--- config.mk ---
export PLATFORM = sky130hd
export DESIGN_NAME = apbUart
export DESIGN_NICKNAME = d
export VERILOG_FILES = /design/src/rtl/uartPkg.sv /design/src/rtl/apbUart.sv /design/src/rtl/uartBaudGen.sv /design/src/rtl/uartFifo.sv /design/src/rtl/uartReceiver.sv /design/src/rtl/uartRegs.sv /design/src/rtl/uartTransmitter.sv
export SDC_FILE = /design/constraint.sdc
export NUM_CORES = 1
export LEC_CHECK = 0
export ABC_AREA = 1
export BUFFER_PORTS_ARGS = -buffer_cell sky130_fd_sc_hd__buf_2
export CAP_MARGIN = 20
export CORE_MARGIN = 2
export CORE_UTILIZATION = 30
export CTS_CLUSTER_DIAMETER = 30
export CTS_CLUSTER_SIZE = 20
export DETAILED_ROUTE_END_ITERATION = 16
export PLACE_DENSITY = 0.42
export SYNTH_ARGS = -nofsm -noshare
export SYNTH_HDL_FRONTEND = slang
export SYNTH_SLANG_ARGS = --single-unit
--- constraint.sdc ---
create_clock -name CLK -period 3.1 [get_ports CLK]
set_clock_uncertainty 0.1 [all_clocks]
set_input_delay 0.62 -clock CLK [delete_from_list [all_inputs] [get_ports CLK]]
set_output_delay 0.62 -clock CLK [all_outputs]
set_load 0.05 [all_outputs]
--- src/rtl/uartPkg.sv ---
/*
 * UART package
 * Register map, register layouts and reset values shared by the APB UART
 */
`default_nettype none

package uartPkg;

	localparam int DATA_W = 8;
	localparam int FIFO_DEPTH_DEFAULT = 16;

	// Register offsets on the APB bus
	typedef enum logic [2:0] {
		ADDR_RBR = 3'd0,
		ADDR_IER = 3'd1,
		ADDR_IIR = 3'd2,
		ADDR_LCR = 3'd3,
		ADDR_MCR = 3'd4,
		ADDR_LSR = 3'd5,
		ADDR_MSR = 3'd6,
		ADDR_SCR = 3'd7
	} regAddrT;

	typedef struct packed {
		logic dlab;
		logic brk;
		logic stick;
		logic eps;
		logic pen;
		logic stb;
		logic [1:0] wls;
	} lcrT;

	typedef struct packed {
		logic fifoErr;
		logic temt;
		logic thre;
		logic bi;
		logic fe;
		logic pe;
		logic oe;
		logic dr;
	} lsrT;

	// One received character with its error flags
	typedef struct packed {
		logic fe;
		logic pe;
		logic [DATA_W-1:0] data;
	} rxEntryT;

	localparam lcrT LCR_RESET = '0;
	localparam logic [DATA_W-1:0] SCR_RESET = '0;
	localparam logic [2*DATA_W-1:0] DIV_RESET = 16'd1;

endpackage

`default_nettype wire

--- src/rtl/apbUart.sv ---
/*
 * APB UART top level
 * Register file, baud generator, FIFOs, transmitter and receiver
 */
`timescale 1ns/100ps
`default_nettype none

module apbUart #(
	parameter int FIFO_DEPTH = uartPkg::FIFO_DEPTH_DEFAULT
) (
	input logic CLK,
	input logic iRST,
	input logic PSEL,
	input logic PENABLE,
	input logic PWRITE,
	input uartPkg::regAddrT PADDR,
	input logic [31:0] PWDATA,
	output logic [31:0] PRDATA,
	output logic PREADY,
	output logic PSLVERR,
	input logic SIN,
	output logic SOUT
);
	import uartPkg::*;

	lcrT lcr;
	logic [2*DATA_W-1:0] divisor;
	logic tick;
	logic thrValid;
	logic [DATA_W-1:0] thrData;
	logic txValid;
	logic txReady;
	logic [DATA_W-1:0] txData;
	logic txBusy;
	rxEntryT rxFrame;
	logic rxFrameValid;
	rxEntryT rxHead;
	logic rxHeadValid;
	logic rxPop;
	logic rxFifoFull;

	// Zero wait state slave
	assign PREADY = 1'b1;
	assign PSLVERR = 1'b0;

	uartRegs uartRegs_inst (
		.CLK(CLK),
		.iRST(iRST),
		.PSEL(PSEL),
		.PENABLE(PENABLE),
		.PWRITE(PWRITE),
		.PADDR(PADDR),
		.PWDATA(PWDATA),
		.PRDATA(PRDATA),
		.lcr(lcr),
		.divisor(divisor),
		.thrValid(thrValid),
		.thrData(thrData),
		.txFifoEmpty(!txValid),
		.txBusy(txBusy),
		.rxHead(rxHead),
		.rxHeadValid(rxHeadValid),
		.rxPop(rxPop),
		.rxFrameValid(rxFrameValid),
		.rxFifoFull(rxFifoFull)
	);

	uartBaudGen uartBaudGen_inst (
		.CLK(CLK),
		.iRST(iRST),
		.divisor(divisor),
		.tick(tick)
	);

	// Transmit path
	uartFifo #(.WIDTH(DATA_W), .DEPTH(FIFO_DEPTH)) txFifo_inst (
		.CLK(CLK),
		.iRST(iRST),
		.inValid(thrValid),
		.inReady(),
		.inData(thrData),
		.outValid(txValid),
		.outReady(txReady),
		.outData(txData),
		.full()
	);

	uartTransmitter uartTransmitter_inst (
		.CLK(CLK),
		.iRST(iRST),
		.tick(tick),
		.lcr(lcr),
		.inValid(txValid),
		.inReady(txReady),
		.inData(txData),
		.busy(txBusy),
		.SOUT(SOUT)
	);

	// Receive path
	uartReceiver uartReceiver_inst (
		.CLK(CLK),
		.iRST(iRST),
		.tick(tick),
		.lcr(lcr),
		.SIN(SIN),
		.outValid(rxFrameValid),
		.outData(rxFrame)
	);

	uartFifo #(.WIDTH($bits(rxEntryT)), .DEPTH(FIFO_DEPTH)) rxFifo_inst (
		.CLK(CLK),
		.iRST(iRST),
		.inValid(rxFrameValid),
		.inReady(),
		.inData(rxFrame),
		.outValid(rxHeadValid),
		.outReady(rxPop),
		.outData(rxHead),
		.full(rxFifoFull)
	);

endmodule

`default_nettype wire

--- src/rtl/uartBaudGen.sv ---
/*
 * Baud generator
 * One tick every divisor clocks, sixteen ticks per bit
 */
`timescale 1ns/100ps
`default_nettype none

module uartBaudGen (
	input logic CLK,
	input logic iRST,
	input logic [2*uartPkg::DATA_W-1:0] divisor,
	output logic tick
);
	import uartPkg::*;

	logic [2*DATA_W-1:0] count;

	// Divisors 0 and 1 keep the counter at its end, so tick every clock
	always_ff @(posedge CLK or posedge iRST)
	begin
		if (iRST)
		begin
			count <= '0;
			tick <= 1'b0;
		end
		else if (count <= 1)
		begin
			count <= divisor;
			tick <= 1'b1;
		end
		else
		begin
			count <= count - 1'b1;
			tick <= 1'b0;
		end
	end

endmodule

`default_nettype wire

--- src/rtl/uartFifo.sv ---
/*
 * Synchronous FIFO with valid/ready on both sides
 * Head entry is visible on outData without a read delay
 */
`timescale 1ns/100ps
`default_nettype none

module uartFifo #(
	parameter int WIDTH = uartPkg::DATA_W,
	parameter int DEPTH = uartPkg::FIFO_DEPTH_DEFAULT
) (
	input logic CLK,
	input logic iRST,
	input logic inValid,
	output logic inReady,
	input logic [WIDTH-1:0] inData,
	output logic outValid,
	input logic outReady,
	output logic [WIDTH-1:0] outData,
	output logic full
);
	localparam int PTR_W = (DEPTH > 1) ? $clog2(DEPTH) : 1;
	localparam int CNT_W = $clog2(DEPTH + 1);

	logic [WIDTH-1:0] mem [DEPTH];
	logic [PTR_W-1:0] wrPtr;
	logic [PTR_W-1:0] rdPtr;
	logic [CNT_W-1:0] count;
	logic push;
	logic pop;

	assign full = (count == CNT_W'(DEPTH));
	assign inReady = !full;
	assign outValid = (count != '0);
	assign outData = mem[rdPtr];
	assign push = inValid && inReady;
	assign pop = outValid && outReady;

	always_ff @(posedge CLK)
	begin
		if (push)
			mem[wrPtr] <= inData;
	end

	always_ff @(posedge CLK or posedge iRST)
	begin
		if (iRST)
		begin
			wrPtr <= '0;
			rdPtr <= '0;
			count <= '0;
		end
		else
		begin
			if (push)
				wrPtr <= (wrPtr == PTR_W'(DEPTH - 1)) ? '0 : wrPtr + 1'b1;
			if (pop)
				rdPtr <= (rdPtr == PTR_W'(DEPTH - 1)) ? '0 : rdPtr + 1'b1;
			// Usage only moves when exactly one side transfers
			if (push && !pop)
				count <= count + 1'b1;
			else if (pop && !push)
				count <= count - 1'b1;
		end
	end

endmodule

`default_nettype wire

--- src/rtl/uartReceiver.sv ---
/*
 * UART receiver
 * Synchronizes SIN, samples each bit at its middle, checks parity and stop bit
 */
`timescale 1ns/100ps
`default_nettype none

module uartReceiver (
	input logic CLK,
	input logic iRST,
	input logic tick,
	input uartPkg::lcrT lcr,
	input logic SIN,
	output logic outValid,
	output uartPkg::rxEntryT outData
);
	import uartPkg::*;

	typedef enum logic [2:0] {RX_IDLE, RX_START, RX_DATA, RX_PARITY, RX_STOP} rxStateT;

	rxStateT state;
	logic sinMeta;
	logic sinSync;
	logic [3:0] tickCnt;
	logic [2:0] bitCnt;
	logic [DATA_W-1:0] shiftReg;
	logic parity;
	logic parityErr;
	logic sample;

	// Counter wraps every 16 ticks, so after the start check it hits mid-bit
	assign sample = tick && (tickCnt == 4'd15);

	always_ff @(posedge CLK or posedge iRST)
	begin
		if (iRST)
		begin
			sinMeta <= 1'b1;
			sinSync <= 1'b1;
			state <= RX_IDLE;
			tickCnt <= '0;
			bitCnt <= '0;
			outValid <= 1'b0;
		end
		else
		begin
			sinMeta <= SIN;
			sinSync <= sinMeta;
			outValid <= 1'b0;
			if (tick)
				tickCnt <= tickCnt + 1'b1;
			case (state)
				RX_IDLE:
				begin
					// Eight ticks from here lands in the middle of the start bit
					if (tick && !sinSync)
					begin
						state <= RX_START;
						tickCnt <= 4'd8;
					end
				end
				RX_START:
				begin
					if (sample)
					begin
						state <= sinSync ? RX_IDLE : RX_DATA;
						bitCnt <= '0;
					end
				end
				RX_DATA:
				begin
					if (sample)
					begin
						bitCnt <= bitCnt + 1'b1;
						if (bitCnt == 3'(lcr.wls) + 3'd4)
							state <= lcr.pen ? RX_PARITY : RX_STOP;
					end
				end
				RX_PARITY:
				begin
					if (sample)
						state <= RX_STOP;
				end
				RX_STOP:
				begin
					if (sample)
					begin
						state <= RX_IDLE;
						outValid <= 1'b1;
					end
				end
				default: state <= RX_IDLE;
			endcase
		end
	end

	always_ff @(posedge CLK)
	begin
		if (state == RX_START && sample)
		begin
			parity <= 1'b0;
			parityErr <= 1'b0;
		end
		// Bits enter at the top and move down towards bit 0
		if (state == RX_DATA && sample)
		begin
			shiftReg <= {sinSync, shiftReg[DATA_W-1:1]};
			parity <= parity ^ sinSync;
		end
		if (state == RX_PARITY && sample)
			parityErr <= lcr.eps ? (parity ^ sinSync) : !(parity ^ sinSync);
		if (state == RX_STOP && sample)
		begin
			outData.fe <= !sinSync;
			outData.pe <= parityErr;
			// Right-align short words with zeros above them
			outData.data <= shiftReg >> (2'd3 - lcr.wls);
		end
	end

endmodule

`default_nettype wire

--- src/rtl/uartRegs.sv ---
/*
 * UART register file
 * APB decode, LCR/DLL/DLM/SCR storage, line status and read data
 */
`timescale 1ns/100ps
`default_nettype none

module uartRegs (
	input logic CLK,
	input logic iRST,
	input logic PSEL,
	input logic PENABLE,
	input logic PWRITE,
	input uartPkg::regAddrT PADDR,
	input logic [31:0] PWDATA,
	output logic [31:0] PRDATA,
	output uartPkg::lcrT lcr,
	output logic [2*uartPkg::DATA_W-1:0] divisor,
	output logic thrValid,
	output logic [uartPkg::DATA_W-1:0] thrData,
	input logic txFifoEmpty,
	input logic txBusy,
	input uartPkg::rxEntryT rxHead,
	input logic rxHeadValid,
	output logic rxPop,
	input logic rxFrameValid,
	input logic rxFifoFull
);
	import uartPkg::*;

	logic wrEn;
	logic rdEn;
	logic lsrRead;
	logic [DATA_W-1:0] dll;
	logic [DATA_W-1:0] dlm;
	logic [DATA_W-1:0] scr;
	logic [DATA_W-1:0] rdByte;
	logic overrun;
	lsrT lsr;

	// Access phase of a zero wait state transfer
	assign wrEn = PSEL && PENABLE && PWRITE;
	assign rdEn = PSEL && PENABLE && !PWRITE;

	assign thrValid = wrEn && (PADDR == ADDR_RBR) && !lcr.dlab;
	assign thrData = PWDATA[DATA_W-1:0];
	assign rxPop = rdEn && (PADDR == ADDR_RBR) && !lcr.dlab;
	assign lsrRead = rdEn && (PADDR == ADDR_LSR);
	assign divisor = {dlm, dll};

	always_ff @(posedge CLK or posedge iRST)
	begin
		if (iRST)
		begin
			lcr <= LCR_RESET;
			dll <= DIV_RESET[DATA_W-1:0];
			dlm <= DIV_RESET[2*DATA_W-1:DATA_W];
			scr <= SCR_RESET;
		end
		else if (wrEn)
		begin
			case (PADDR)
				ADDR_RBR:
				begin
					if (lcr.dlab)
						dll <= PWDATA[DATA_W-1:0];
				end
				ADDR_IER:
				begin
					if (lcr.dlab)
						dlm <= PWDATA[DATA_W-1:0];
				end
				ADDR_LCR: lcr <= lcrT'(PWDATA[7:0]);
				ADDR_SCR: scr <= PWDATA[DATA_W-1:0];
				default: ;
			endcase
		end
	end

	// A lost frame wins over a clearing LSR read
	always_ff @(posedge CLK or posedge iRST)
	begin
		if (iRST)
			overrun <= 1'b0;
		else if (rxFrameValid && rxFifoFull)
			overrun <= 1'b1;
		else if (lsrRead)
			overrun <= 1'b0;
	end

	always_comb
	begin
		lsr.fifoErr = 1'b0;
		lsr.temt = txFifoEmpty && !txBusy;
		lsr.thre = txFifoEmpty;
		lsr.bi = 1'b0;
		// Error flags belong to the character at the FIFO head
		lsr.fe = rxHeadValid && rxHead.fe;
		lsr.pe = rxHeadValid && rxHead.pe;
		lsr.oe = overrun;
		lsr.dr = rxHeadValid;
	end

	always_comb
	begin
		case (PADDR)
			ADDR_RBR: rdByte = lcr.dlab ? dll : rxHead.data;
			ADDR_IER: rdByte = lcr.dlab ? dlm : '0;
			ADDR_LCR: rdByte = lcr;
			ADDR_LSR: rdByte = lsr;
			ADDR_SCR: rdByte = scr;
			ADDR_IIR, ADDR_MCR, ADDR_MSR: rdByte = '0;
			default: rdByte = '0;
		endcase
	end

	assign PRDATA = {{(32-DATA_W){1'b0}}, rdByte};

endmodule

`default_nettype wire

--- src/rtl/uartTransmitter.sv ---
/*
 * UART transmitter
 * Start bit, 5 to 8 data bits LSB first, optional parity, 1 or 2 stop bits
 */
`timescale 1ns/100ps
`default_nettype none

module uartTransmitter (
	input logic CLK,
	input logic iRST,
	input logic tick,
	input uartPkg::lcrT lcr,
	input logic inValid,
	output logic inReady,
	input logic [uartPkg::DATA_W-1:0] inData,
	output logic busy,
	output logic SOUT
);
	import uartPkg::*;

	typedef enum logic [2:0] {TX_IDLE, TX_START, TX_DATA, TX_PARITY, TX_STOP} txStateT;

	txStateT state;
	logic [3:0] tickCnt;
	logic [2:0] bitCnt;
	logic [DATA_W-1:0] shiftReg;
	logic parity;
	logic bitEnd;
	logic lineBit;

	// Accept only on a tick so the start bit lasts a full 16 ticks
	assign inReady = (state == TX_IDLE) && tick;
	assign busy = (state != TX_IDLE);
	assign bitEnd = tick && (tickCnt == 4'd15);

	always_comb
	begin
		case (state)
			TX_START: lineBit = 1'b0;
			TX_DATA: lineBit = shiftReg[0];
			TX_PARITY: lineBit = lcr.eps ? parity : !parity;
			default: lineBit = 1'b1;
		endcase
	end

	always_ff @(posedge CLK or posedge iRST)
	begin
		if (iRST)
		begin
			state <= TX_IDLE;
			tickCnt <= '0;
			bitCnt <= '0;
			SOUT <= 1'b1;
		end
		else
		begin
			SOUT <= lineBit;
			if (tick)
				tickCnt <= tickCnt + 1'b1;
			case (state)
				TX_IDLE:
				begin
					if (inValid && inReady)
					begin
						state <= TX_START;
						tickCnt <= '0;
					end
				end
				TX_START:
				begin
					if (bitEnd)
					begin
						state <= TX_DATA;
						bitCnt <= '0;
					end
				end
				TX_DATA:
				begin
					if (bitEnd)
					begin
						bitCnt <= bitCnt + 1'b1;
						if (bitCnt == 3'(lcr.wls) + 3'd4)
						begin
							state <= lcr.pen ? TX_PARITY : TX_STOP;
							bitCnt <= '0;
						end
					end
				end
				TX_PARITY:
				begin
					if (bitEnd)
						state <= TX_STOP;
				end
				TX_STOP:
				begin
					// Second stop bit when stb is set
					if (bitEnd)
					begin
						if (lcr.stb && bitCnt == '0)
							bitCnt <= 3'd1;
						else
							state <= TX_IDLE;
					end
				end
				default: state <= TX_IDLE;
			endcase
		end
	end

	// Character shift register and running parity
	always_ff @(posedge CLK)
	begin
		if (inValid && inReady)
			shiftReg <= inData;
		else if (state == TX_DATA && bitEnd)
			shiftReg <= shiftReg >> 1;
		if (state == TX_START)
			parity <= 1'b0;
		else if (state == TX_DATA && bitEnd)
			parity <= parity ^ shiftReg[0];
	end

endmodule

`default_nettype wire

=== Yosys cells after proc, flatten, opt, wreduce, memory -nomap -nowiden ===
Memory sizes are Yosys's and may differ from the RTL's.
Index checks and enable logic that the tools add are counted.

* Add/sub/neg operators: 15
* $lt $le $gt $ge: 1
* Equality and inequality tests: 39
* Shift-type cells: 1
* Multiplexer cells: 60
* Bitwise gates (word level): 2
* Reduce and logical (&&, ||, !) cells: 67

{| class="wikitable"
|+ Operators with widths
! cell !! count
|-
| $mux W3 || 20
|-
| $pmux W8 S6 || 1
|-
| $mux W4 || 10
|-
| $mux W8 || 4
|-
| $logic_and A1 B1 Y1 || 30
|-
| $pmux W3 S5 || 2
|-
| $add A4 B1 Y4 const B || 6
|-
| $eq A4 B4 Y1 const B || 6
|-
| $ne A2 B1 Y1 const B || 12
|-
| $mux W5 || 4
|-
| $eq A3 B2 Y1 const B || 6
|-
| $eq A3 B3 Y1 const B || 6
|-
| $le A16 B1 Y1 const B || 1
|-
| $mux W16 || 1
|-
| $sub A16 B1 Y16 const B || 1
|-
| $mux W1 || 14
|-
| $reduce_bool A2 Y1 || 7
|-
| $logic_not A1 Y1 || 13
|-
| $logic_not A3 Y1 || 4
|-
| $add A5 B1 Y5 const B || 2
|-
| $eq A5 B5 Y1 const B || 2
|-
| $reduce_bool A5 Y1 || 2
|-
| $sub A5 B1 Y5 const B || 2
|-
| $eq A3 B1 Y1 const B || 3
|-
| other kinds (18) || 26
|}

* Register bits after elaboration: 129
* RAM bits: 288
* Input port bits: 41
* Output and inout bits: 35
* Logic and storage cells: 224
* Memories: 2

{| class="wikitable"
|+ Memories
! memory !! depth !! bits a word !! read ports !! clocked after memory_dff !! write ports !! line !! text
|-
| rxFifo_inst.mem || 16 || 10 || 1 || 0 || 1 || uartFifo.sv:25 || <nowiki>logic [WIDTH-1:0] mem [DEPTH];</nowiki>
|-
| txFifo_inst.mem || 16 || 8 || 1 || 0 || 1 || uartFifo.sv:25 ||
|}

=== Longest topological paths before layout ===
Gate-level depths: netlist of run 1.

* Depth after elaboration: 9
* Gate-level depth with buffers: 15
* Depth with buffers taken out: 15

=== Modules after synthesis ===
From an unflattened synthesis of run 1, not the netlist that was laid out.

* Cells, all modules: 2200
* Area total of the unflattened synthesis: 20322.0 um2

{| class="wikitable"
|+ By module, submodules not included
! module !! instances !! cells an instance !! area an instance (um2) !! sequential area each (um2)
|-
| uartFifo at rxFifo_inst || 1 || 808 || 7916.3 || 5129.9
|-
| uartFifo at txFifo_inst || 1 || 670 || 6495.0 || 4169.0
|-
| uartRegs || 1 || 265 || 2087.0 || 827.0
|-
| uartReceiver || 1 || 145 || 1497.7 || 928.4
|-
| uartTransmitter || 1 || 143 || 1169.9 || 536.8
|-
| uartBaudGen || 1 || 164 || 1129.8 || 425.4
|-
| apbUart || 1 || 5 || 26.3 || 0.0
|}

=== Worst setup path after synthesis of run 1 ===
No wires, ideal clock.

* Path type: input-to-reg
* Start: in PADDR[2]
* End: reg txFifo_inst.count[4]
* Library setup time: 0.083 ns
* Arrival: 2.585 ns
* Required time: 2.917 ns
* Slack: 0.333 ns
* Cell stages on the path: 13
* Path buffers: 1
* Cells stage by stage: nor3_4 > nand3_2 > a31oi_4 > buf_6 > ha_1 > inv_1 > fa_1 > nand2_1 > nand2_1 > a21oi_1 > xor2_1 > nand2_1 > o21ai_0

* Longest elaborated chain between the ends: 7
* Elaborated cells between the ends (all ways): 9
* Classes of those cells: mux: 1; reduce/logical: 8

{| class="wikitable"
|+ Ends and longest elaborated chain
! element !! line !! text
|-
| start, declared || apbUart.sv:16 || <nowiki>input uartPkg::regAddrT PADDR,</nowiki>
|-
| $logic_not A3 Y1 * || uartRegs.sv:45 || <nowiki>assign thrValid = wrEn && (PADDR == ADDR_RBR) && !lcr.dlab;</nowiki>
|-
| $logic_and A1 B1 Y1 * (2 in series) || uartRegs.sv:45 ||
|-
| $logic_and A1 B1 Y1 * || uartFifo.sv:36 || <nowiki>assign push = inValid && inReady;</nowiki>
|-
| via txFifo_inst.push || uartFifo.sv:29 || <nowiki>logic push;</nowiki>
|-
| $logic_not A1 Y1 || uartFifo.sv:62 || <nowiki>else if (pop && !push)</nowiki>
|-
| $logic_and A1 B1 Y1 || uartFifo.sv:62 ||
|-
| $reduce_bool A2 Y1 (no source line) || - ||
|-
| end signal, assigned || uartFifo.sv:61 || <nowiki>count <= count + 1'b1;</nowiki>
|-
| end signal, assigned || uartFifo.sv:63 || <nowiki>count <= count - 1'b1;</nowiki>
|-
| end, declared || uartFifo.sv:28 || <nowiki>logic [CNT_W-1:0] count;</nowiki>
|}

The timed path passes the listed nets; every way through them passes the cells marked *.
A chain may end at the register's enable or synchronous reset.

=== Worst setup path in the final report of run 1 ===
* Start: reg rxFifo_inst.rdPtr[0]
* End: out PRDATA[3]

* Longest elaborated chain between the ends: 3
* Elaborated cells between the ends (all ways): 4
* Classes of those cells: mux: 2; reduce/logical: 1; memory: 1

{| class="wikitable"
|+ Ends and longest elaborated chain
! element !! line !! text
|-
| start, declared || uartFifo.sv:27 || <nowiki>logic [PTR_W-1:0] rdPtr;</nowiki>
|-
| start signal, assigned || uartFifo.sv:58 || <nowiki>rdPtr <= (rdPtr == PTR_W'(DEPTH - 1)) ? '0 : rdPtr + 1'b1;</nowiki>
|-
| $mem_v2 Z16 W10 * || - ||
|-
| $mux W8 / $logic_and A1 B1 Y1 (equally long branches) || uartRegs.sv:107, uartRegs.sv:98 ||
|-
| $pmux W8 S6 * || uartRegs.sv:106 || <nowiki>case (PADDR)</nowiki>
|-
| end, declared || apbUart.sv:18 || <nowiki>output logic [31:0] PRDATA,</nowiki>
|}

Mark *: on every way between the ends. The rest lies on a longest branch, timed or not.

==> results of run 1 <==
==> registers in the layout, indices dropped and copies added, names as in the netlist, 5 cells and up <==
signal                         flops
txFifo_inst.count                  5
uartRegs_inst.lcr                  8
rxFifo_inst.mem                  160
uartRegs_inst.scr                  8
uartBaudGen_inst.count            16
uartReceiver_inst.outData         10
rxFifo_inst.count                  5
uartRegs_inst.dll                  8
uartRegs_inst.dlm                  8
uartReceiver_inst.shiftReg         8
txFifo_inst.mem                  128
uartTransmitter_inst.shiftReg      8
==> cells in the final DEF (no fill, tap or decap), types with 5 or more instances in the layout <==
cell type and count:
nand2_1 365, edfxtp_1 316, nor2_1 212, o21ai_0 155
inv_1 144, nand3_1 122, clkbuf_16 117, dfrtp_1 93
buf_4 57, o211ai_1 40, nand3_2 33, conb_1 26
ha_1 25, a21oi_1 23, clkinv_2 23, clkbuf_1 21
clkinv_1 20, xor2_1 17, buf_2 17, bufinv_16 15
o21ai_1 14, nand2_2 14, nor3_1 10, buf_12 9
inv_2 8, clkbuf_8 8, nor2_2 7, nand3_4 7
mux2i_1 7, buf_6 7, o22ai_1 6, clkinvlp_4 5
nand2_4 5, a31oi_1 5, buf_8 5
==> layout make-up <==
class                   instances  area (sq um)
inverters                     158           617
well taps                     790           988
flip-flops and latches        417         12000
multi-input cells            1132          5800
diodes                          1          2.50
fillers                      5911         37200
clock buffers                 140          2970
repair buffers                105          1070
clock inverters                61           701
==> Yosys cell counts, types with 3 or more instances <==
| cell | number |
|---|---|
| edfxtp_1 | 316 |
| nor2_1 | 217 |
| a21oi_1 | 25 |
| xor2_1 | 17 |
| nand3_1 | 161 |
| ha_1 | 25 |
| dfrtp_1 | 96 |
| clkbuf_1 | 33 |
| mux2i_1 | 7 |
| xnor2_1 | 4 |
| nand4_1 | 4 |
| o21ai_1 | 9 |
| a31oi_1 | 5 |
| inv_1 | 147 |
| nand2_1 | 380 |
| nand2_4 | 3 |
| buf_2 | 29 |
| a211oi_1 | 3 |
| nor2_2 | 6 |
| dfstp_2 | 4 |
| inv_2 | 9 |
| o22ai_1 | 6 |
| nor3_1 | 10 |
| o21ai_0 | 160 |
| a221oi_1 | 3 |
| o211ai_1 | 40 |
| buf_4 | 31 |
==> metrics by stage <==
stage | worst slack (ns) | instances
global placement | 0.186 | 2576
detailed placement | 0.144 | 2579
global route | -0.0905 | 2803
CTS | -0.0360 | 2788
floorplan | 0.333 | 1803
finish | -0.00345 | 2804
==> path summary, 6_finish.rpt <==
kind,startpoint,cells after the start,endpoint
max,rxFifo_inst.rdPtr[0],11,PRDATA[3]
min,uartReceiver_inst.sinMeta,0,uartReceiver_inst.sinSync
max reg2reg,rxFifo_inst.count[0],14,rxFifo_inst.count[3]
min reg2reg,uartReceiver_inst.sinMeta,0,uartReceiver_inst.sinSync
max in group asynchronous,iRST,4,rxFifo_inst.wrPtr[1]
min in group asynchronous,iRST,3,uartReceiver_inst.bitCnt[1]
==> metal layers <==
layer | GRT usage (%) | vias up
met1 | 22.2 | 6338
met2 | 24.1 | 309
met4 | 6.15 | 0
li1 | - | 6354
met3 | 3.10 | 95
met5 | 0 | -
==> kinds of logic (layout without fill, tap and decap cells) <==
group,after synthesis,in the layout
AOI/OAI and AO/OA,261,261
DFF,417,417
adders and majority gates,27,27
muxes,7,7
and+or+nand+nor,790,790
xor gates and xnor gates,21,21
buffers and inverters,254,464
other,2,27
==> report_power, final <==
group / switching (mW) / total, mW / internal, mW
Sequential: 0.351 / 6.69 / 6.34
Clock: 3.24 / 11.1 / 7.86
Combinational: 2.53 / 3.93 / 1.40
Total: 6.13 / 21.7 / 15.6
==> repair_timing <==
action	in CTS	in global routing
hold buffers	2	0
buffers inserted	4	6
gates resized for setup	71	46
pin swaps	18	25
setup endpoints to repair	8	8
hold endpoints to repair	18	0
cloned	2	7
==> run_results.csv, run 1 <==
group,metric,value,unit
synth,synth_ff_type,"edfxtp_1",
timing,fmax,322,MHz
timing,worstMarginPinSlew,1.06,ns
synth,synth_xor_area_share,0.994,%
timing,finalSetupViolCount,1,
synth,ys_types,48,
synth,yosys.area_share.simple,17.7,%
global_route,grt_pass1_vias,12997,
timing,finalCritPeriodShare,100,%
floorplanning,die_y,252,um
power_and_ir_drop,ir_drop,0.470,mV
synth,synthAdderAreaFrac,1.91,%
power_and_ir_drop,powerDensity,899,mW/mm^2
synth,postSynthRegisterBits,417,
clocking,tritoncts,"built",
synth,yosysWarnings,0,
routing,dr_wl_met2,22200,um
routing,first_pass_iters,5,
routing,avgRoutedWirePerCell,17.9,um
routing,drcViolationCount,0,
place,hpwlAfterDp,30900,um
routing,num_vias,13096,
place,post_dp_cell_area,0.0197,sq mm
worst_setup_path,cp_top_family,"simple AND/OR/NAND/NOR gates",
synth,synthMuxAreaShare,0.379,%
routing,routed_wl,50200,um
worst_setup_path,path_common_cell,"nand2_1",
floorplanning,io_pins,76,
clocking,cts_buffer_depth,3,
worst_setup_path,crit_chain,"buf_12, clkbuf_16, nand2_1, nand3_1, nand3_2, nand2_1, nand2_1, nand3_2, nand2_1, nand3_2, buf_8",
global_route,track_usage,15.8,%
power_and_ir_drop,power.total,21.7,mW
layout,final_area,0.0242,sq mm
synth,ys_top_cells_by_area,"edfxtp_1, dfrtp_1, nand2_1",
synth,synth_edf_count,316,
synth,synth_compound_area_share,8.02,%
routing,wl_met1,24000,um
floorplanning,rows,91,
worst_setup_path,startpoint_type,"register",
synth,syn_area,0.0185,sq mm
layout,area_growth,30.6,%
layout,drive_gt1_share,17.9,%
timing,finalSetupTns,-0.00345,ns
run,max_cap_viol_count,0,
worst_setup_path,critPathMaxFanout,6,
synth,synth.avg_cell_area,10.4,sq um
routing,wl_met3,2750,um
timing,hold_viol,0,
routing,highest_layer,"met4",
layout,fin_util,39.4,%
worst_setup_path,path_class,"register to output pin",
clocking,cts_inserted_buffers,109,
worst_setup_path,worst-endpoint-required,2.38,ns
synth,synth_top_family_by_area,"simple AND/OR/NAND/NOR gates",
synth,synth_top_area_cell,"edfxtp_1",
worst_setup_path,path_buf_inv,3,
global_route,grt_max_degree,64,
routing,drt.antenna.violating_nets,0,
worst_setup_path,crit_slowest_cell,"dfrtp_2",
worst_setup_path,crit_arrival,2.38,ns
outcome,outcome,"finished with violations",
worst_setup_path,cp-end-kind,"output pin",
floorplanning,start_util,30.2,%
clocking,htreeDepth,3,
synth,syn_inst,1779,
timing,whs,0.261,ns
synth,synth_top_area_share,51.3,%
synth,async_flop_share,24.0,%
place,port_buffers,25,
routing,drt_iter0_drc,817,
power_and_ir_drop,p_leak,9.72,nW
timing,finalMaxSlewViolations,0,
routing,viasPerCell,4.67,
timing,rsz0062_at_grt,"yes",
clocking,cts-root-buf,"clkbuf_16",
timing,worst_slack,-0.00345,ns
worst_hold_path,hold_class,"register to register",
floorplanning,core-area,0.0614,sq mm
worst_setup_path,slowest_delay,0.48,ns
place,routabilityCongestion,0.818,
clocking,cts.sinks,417,
floorplanning,die-area,0.0637,sq mm
worst_setup_path,reg2reg_slack,0.37,ns
timing,maxSlewHeadroom,29.0,%
global_route,globalRouteOverflowTotal,0,
timing,post-route-min-period,3.10,ns
outcome,violations,"setup timing",
floorplanning,fp.dieW,252,um
clocking,path_clk_slew,0.04,ns
synth,yosysSeqAreaShare,64.9,%
global_route,antenna_found_initial,0,
layout,layout.nets,1991,
global_route,grt_pass1_wl,76600,um
clocking,clock_latency,0.63,ns
Note: power is estimated with default switching activity, not from simulation.
==> run 2: changes to the inputs <==
Settings changed: PLACE_DENSITY 0.42 to 0.47.
==> run 2 against run 1 <==
The run now ends clean. Worst setup slack better by 0.026 ns. Sequential cell count stayed put. Final cell count is 0.96% lower. Clock-buffer cell count is 13 lower. Critical path type unchanged. Critical endpoint is now PRDATA[2]. Largest power group unchanged.
==> run_results.csv, run 2 (synthesized netlist as in run 1, its figures left out) <==
group,metric,value,unit
place,routabilityCongestion,0.812,
floorplanning,die-area,0.0637,sq mm
worst_setup_path,worst-endpoint-required,2.38,ns
worst_setup_path,timing.rr.end,"rxFifo_inst.count[4]",
clocking,cts-root-buf,"clkbuf_16",
floorplanning,rows,91,
worst_setup_path,worst_r2r_path_depth,15,
power_and_ir_drop,ir_drop,0.454,mV
global_route,grt_pass1_vias,12780,
layout,largest-register,"rxFifo_inst.mem",
routing,avgRoutedWirePerCell,17.4,um
global_route,grt_pass1_wl,73900,um
floorplanning,fp.dieW,252,um
layout,area_growth,28.5,%
layout,final_common_cell,"nand2_1",
layout,drive_gt1_share,18.7,%
outcome,outcome,"finished clean",
timing,hold_viol,0,
timing,finalSetupViolCount,0,
place,hpwlAfterDp,29300,um
timing,worstMarginPinSlew,1.11,ns
worst_setup_path,reg2reg_slack,0.41,ns
place,post_dp_cell_area,0.0197,sq mm
timing,finalMaxSlewViolations,0,
layout,largest_register_ffs,160,
layout,multiInputGateArea,0.00588,sq mm
timing,rsz0062_at_grt,"yes",
global_route,globalRouteOverflowTotal,0,
clocking,cts.sinks,417,
global_route,track_usage,15.2,%
timing,worst_slack,0.0225,ns
routing,num_vias,13038,
worst_setup_path,r2r_start,"rxFifo_inst.count[0]",
worst_setup_path,cp-end-kind,"output pin",
timing,finalCritPeriodShare,99.3,%
global_route,antenna_found_initial,1,
layout,antenna_cells,0,
routing,first_pass_iters,5,
worst_hold_path,hold_class,"register to register",
power_and_ir_drop,powerDensity,864,mW/mm^2
run,max_cap_viol_count,0,
timing,fmax,325,MHz
routing,drcViolationCount,0,
clocking,path_clk_slew,0.04,ns
worst_hold_path,whs_path_depth,0,
layout,layout_common_cells,"nand2_1, edfxtp_1, nor2_1",
routing,drt_iter0_drc,1046,
clocking,htreeDepth,3,
timing,maxSlewHeadroom,25.9,%
timing,post-route-min-period,3.08,ns
worst_setup_path,startpoint_type,"register",
floorplanning,start_util,30.2,%
power_and_ir_drop,p_leak,9.50,nW
floorplanning,core-area,0.0614,sq mm
floorplanning,io_pins,76,
layout,final_area,0.0238,sq mm
worst_setup_path,crit_arrival,2.36,ns
layout,regArea,0.0120,sq mm
worst_setup_path,critPathMaxFanout,8,
worst_hold_path,min_to,"uartReceiver_inst.sinSync",
worst_hold_path,hold_path.startpoint,"uartReceiver_inst.sinMeta",
layout,n_fill_cell,5867,
layout,reg_top3,"rxFifo_inst.mem: 160 flops, txFifo_inst.mem: 128 flops, uartBaudGen_inst.count: 16 flops",
place,pre_cts_slack,0.179,ns
clocking,clock_latency,0.62,ns
floorplanning,die_y,252,um
clocking,cts_buffer_depth,3,
routing,routed_wl,48400,um
global_route,grt_max_degree,64,
routing,viasPerCell,4.69,
clocking,cts_inserted_buffers,96,
layout,layout.nets,1973,
timing,finalSetupTns,0,ns
worst_setup_path,path_class,"register to output pin",
clocking,tritoncts,"built",
routing,drt.antenna.violating_nets,0,
place,port_buffers,25,
-- run 2: power by group --
group          total [mW]  internal [mW]  switching, mW
logic                3.93           1.38           2.55
registers            6.67           6.33          0.332
clock network        9.97           6.84           3.12
total                20.6           14.6           6.00
-- run 2: how the worst max path moves through the flow --
stage,from,endpoint,slack [ns],depth (start not counted)
after floorplan,PADDR[2],txFifo_inst.count[4],0.33,13
after global placement,PWRITE,txFifo_inst.count[4],0.23,15
after detailed placement,PSEL,txFifo_inst.count[4],0.18,15
after CTS,rxFifo_inst.rdPtr[0],PRDATA[4],0.0008,11
after global routing,rxFifo_inst.rdPtr[0],PRDATA[3],-0.03,11
final,rxFifo_inst.rdPtr[0],PRDATA[2],0.02,10
-- run 2: routing by layer --
| layer | part of all wire (%) | vias up | global-route usage (%) | wire [um] |
|---|---|---|---|---|
| met5 | 0 | - | 0 | 0 |
| met4 | 2.6 | 0 | 6.19 | 1240 |
| met3 | 4.3 | 89 | 3.01 | 2090 |
| met2 | 44 | 294 | 22.9 | 21300 |
| met1 | 49 | 6360 | 21.5 | 23700 |
| li1 | - | 6295 | - | - |
-- run 2: worst max-delay path: stages (launching register included) --
cell and delay (ns):
dfrtp_2 0.46, clkinv_4 0.17, buf_12 0.18, buf_6 0.12, o21ai_2 0.14, nand3_2 0.12, nand3_2 0.11, nand2_2 0.09
nand2_1 0.09, nand3_2 0.10, buf_8 0.17
-- run 2: through the flow --
step / std cells / hold WS [ns] / util, % / power [mW]
4_1_cts: 2774 / 0.267 / 38.2 / 20.5
3_3_place_gp: 2580 / 0.263 / 32.1 / 9.99
3_5_place_dp: 2580 / 0.264 / 32.1 / 10.0
6_report: 2777 / 0.265 / 38.8 / 20.6
5_1_grt: 2777 / 0.270 / 38.8 / 21.5
2_1_floorplan: 1803 / 0.245 / - / 8.99
-- run 2: cell type report --
class	count	share of cell area (%)
clock inverters	53	2.31
repair buffers	100	4.39
clock buffers	127	11.4
well taps	790	4.16
inverters	158	2.53
flip-flops and latches	417	50.5
multi-input cells	1132	24.7
-- run 2: timing repair --
item	CTS	global route
cloned	6	3
buffers inserted	6	2
endpoints found under the setup margin	8	8
gates resized for setup	67	82
hold endpoints to repair	13	0
pin swaps	15	34
hold buffers	2	0
==> run 3: changes to the inputs <==
Settings changed: ABC_AREA 1 to not set, CAP_MARGIN 20 to 10.
==> run 3 against run 2 <==
The run now ends with setup timing left. Non-clock buffer count up 51. Combinational power down 74%. Sequential share of layout area up 1.2 points. Wire length down 12%. Register-to-register slack worse by 0.06 ns. First-iteration DRC count down 42%. Critical path depth down 4. Largest cell class unchanged. Highest routed layer is now met5.
==> run_results.csv, run 3 <==
group,metric,value,unit
global_route,globalRouteOverflowTotal,0,
worst_setup_path,path_common_cell,"mux4_2",
timing,finalSetupViolCount,8,
clocking,cts-root-buf,"clkbuf_16",
floorplanning,start_util,30.4,%
power_and_ir_drop,p_sw_share,22.5,%
layout,final_common_cell,"edfxtp_1",
timing,finalMaxSlewViolations,0,
worst_hold_path,whs_path_depth,0,
synth,synth_top_area_cell,"edfxtp_1",
worst_setup_path,timing.rr.end,"rxFifo_inst.count[4]",
worst_setup_path,r2r_start,"rxFifo_inst.count[0]",
timing,hold_viol,0,
routing,first_pass_iters,7,
floorplanning,core-area,0.0591,sq mm
power_and_ir_drop,p_comb_share,6.0,%
synth,synth_edf_count,316,
worst_setup_path,critPathMaxFanout,6,
global_route,grt_pass1_wl,65600,um
power_and_ir_drop,p_seq_share,37.5,%
routing,drcViolationCount,0,
worst_setup_path,worst_r2r_path_depth,11,
routing,viasPerCell,4.68,
layout,layout_common_cells,"edfxtp_1, buf_4, clkbuf_16",
timing,fmax,289,MHz
worst_hold_path,hold_class,"register to register",
worst_setup_path,cp-end-kind,"output pin",
worst_setup_path,slowest_delay,0.54,ns
synth,async_flop_share,24.0,%
global_route,grt_max_degree,45,
outcome,violations,"setup timing",
synth,postSynthRegisterBits,417,
layout,reg_top3,"rxFifo_inst.mem: 160 flops, txFifo_inst.mem: 128 flops, uartBaudGen_inst.count: 16 flops",
power_and_ir_drop,internal_power,13.5,mW
layout,area_growth,29.4,%
clocking,tritoncts,"built",
worst_setup_path,cp-startpoint,"rxFifo_inst.rdPtr[0]",
place,hpwlAfterDp,27500,um
floorplanning,fp.dieW,249,um
timing,maxSlewHeadroom,50.3,%
synth,syn_area,0.0180,sq mm
synth,synthTopCellsByCount,"edfxtp_1, dfrtp_1, nand2_1",
routing,num_vias,10143,
power_and_ir_drop,power.total,17.4,mW
routing,avgRoutedWirePerCell,19.7,um
timing,finalCritPeriodShare,111,%
synth,synth.avg_cell_area,16.0,sq um
global_route,grt_pass1_vias,10736,
synth,syn_inst,1126,
worst_setup_path,crit_chain,"buf_8, mux4_2, mux4_2, nor2b_2, a311oi_2, buf_6",
global_route,antenna_found_initial,3,
worst_setup_path,crit_arrival,2.74,ns
worst_setup_path,crit_slowest_cell,"mux4_2",
timing,whs,0.255,ns
place,pre_cts_slack,-0.0294,ns
floorplanning,io_pins,76,
clocking,cts_buffer_depth,3,
outcome,outcome,"finished with violations",
place,post_dp_cell_area,0.0196,sq mm
clocking,cts.sinks,417,
floorplanning,rows,89,
layout,n_fill_cell,5402,
worst_setup_path,reg2reg_slack,0.35,ns
routing,drt_iter0_drc,604,
layout,largest-register,"rxFifo_inst.mem",
timing,post-route-min-period,3.46,ns
power_and_ir_drop,switchingPower,3.92,mW
routing,routed_wl,42700,um
worst_setup_path,path_class,"register to output pin",
layout,fin_util,39.3,%
synth,yosysSeqAreaShare,66.8,%
layout,antenna_cells,0,
place,routabilityCongestion,0.762,
clocking,cts_inserted_buffers,93,
global_route,track_usage,13.9,%
synth,synth_top_area_share,52.8,%
layout,drive_gt1_share,33.5,%
synth,ys_top_cells_by_area,"edfxtp_1, dfrtp_1, mux4_2",
timing,worstMarginPinSlew,0.726,ns
synth,yosysWarnings,0,
clocking,path_clk_slew,0.04,ns
layout,largest_register_ffs,160,
place,port_buffers,25,
floorplanning,die-area,0.0619,sq mm
clocking,clock_latency,0.62,ns
power_and_ir_drop,powerDensity,748,mW/mm^2
timing,rsz0062_at_grt,"yes",
clocking,htreeDepth,3,
routing,drt.antenna.violating_nets,0,
power_and_ir_drop,p_leak,8.32,nW
run,max_cap_viol_count,0,
power_and_ir_drop,ir_drop,0.449,mV
worst_setup_path,startpoint_type,"register",
worst_setup_path,worst-endpoint-required,2.38,ns
synth,synth_ff_type,"edfxtp_1",
power_and_ir_drop,clkPwrFrac,56.5,%
floorplanning,die_y,249,um
timing,worst_slack,-0.356,ns
layout,final_area,0.0233,sq mm
worst_setup_path,crit_end,"PRDATA[1]",
synth,ys_types,74,
layout,layout.nets,1383,
synth,synth.most_common_cell,"edfxtp_1",
==> run 3: cells by family (layout without fill, tap and decap cells) <==
family	Yosys count	count (layout)	synth area share [%]
muxes	160	160	14.2
buffers and inverters	105	347	3.28
DFF	417	417	66.8
and+or+nand+nor	242	242	6.78
AOI/OAI and AO/OA	132	132	4.91
other	2	26	0.0418
adders and majority gates	27	27	1.96
xor gates and xnor gates	41	41	2.00
==> run 3: critical path: cells and delay by family (launching register included) <==
family	cells	cell delay, ns
AOI/OAI and AO/OA	1	0.07
buffers and inverters	2	0.35
DFF	1	0.52
muxes	2	1.02
and+or+nand+nor	1	0.15
==> run 3: worst min-delay path by stage <==
stage                              start                        end  slack (ns)
2_1_floorplan  uartReceiver_inst.sinMeta  uartReceiver_inst.sinSync        0.25
3_3_place_gp   uartReceiver_inst.sinMeta  uartReceiver_inst.sinSync        0.25
3_5_place_dp   uartReceiver_inst.sinMeta  uartReceiver_inst.sinSync        0.25
4_1_cts        uartReceiver_inst.sinMeta  uartReceiver_inst.sinSync        0.26
5_1_grt        uartReceiver_inst.sinMeta  uartReceiver_inst.sinSync        0.26
6_report       uartReceiver_inst.sinMeta  uartReceiver_inst.sinSync        0.25
==> run 3: power groups by stage <==
stage / logic [mW] / registers, mW / clock network (mW)
6_report: 1.04 / 6.53 / 9.83
5_1_grt: 1.17 / 6.57 / 10.3
4_1_cts: 1.05 / 6.53 / 10.0
3_5_place_dp: 1.01 / 6.62 / 0
3_3_place_gp: 0.990 / 6.61 / 0
2_1_floorplan: 0.783 / 6.51 / 0
==> run 3: cell type report <==
class | instances | area (sq um) | area share [%]
Timing Repair Buffer | 151 | 1280 | 5.50
Sequential cell | 417 | 12000 | 51.7
Inverter | 24 | 93.8 | 0.403
Tap cell | 773 | 967 | 4.16
Multi-Input combinational cell | 628 | 5710 | 24.6
Clock inverter | 62 | 689 | 2.96
Clock buffer | 110 | 2500 | 10.7
==> run 3: metrics by stage <==
stage / TNS (ns) / std cells
3_3_place_gp: -0.0516 / 1979
4_1_cts: -2.95 / 2160
2_1_floorplan: 0 / 1150
5_1_grt: -3.26 / 2165
6_report: -2.39 / 2165
3_5_place_dp: -0.0413 / 1979
==> run 3: per-layer routing <==
metal | vias up | track usage, % | share of wire [%]
li1 | 4714 | - | -
met1 | 5174 | 18.1 | 45
met2 | 182 | 22.7 | 49
met3 | 71 | 3.44 | 4.0
met4 | 2 | 4.80 | 2.2
met5 | - | 0 | 0.030
==> run 3: repair_timing <==
action                                  in CTS  in global routing
cloned                                       0                  0
buffers inserted                             7                  8
pin swaps                                    5                 12
hold buffers                                 2                  0
endpoints found under the setup margin       8                  9
resized for setup                           49                 27
hold endpoints to repair                     8                  0
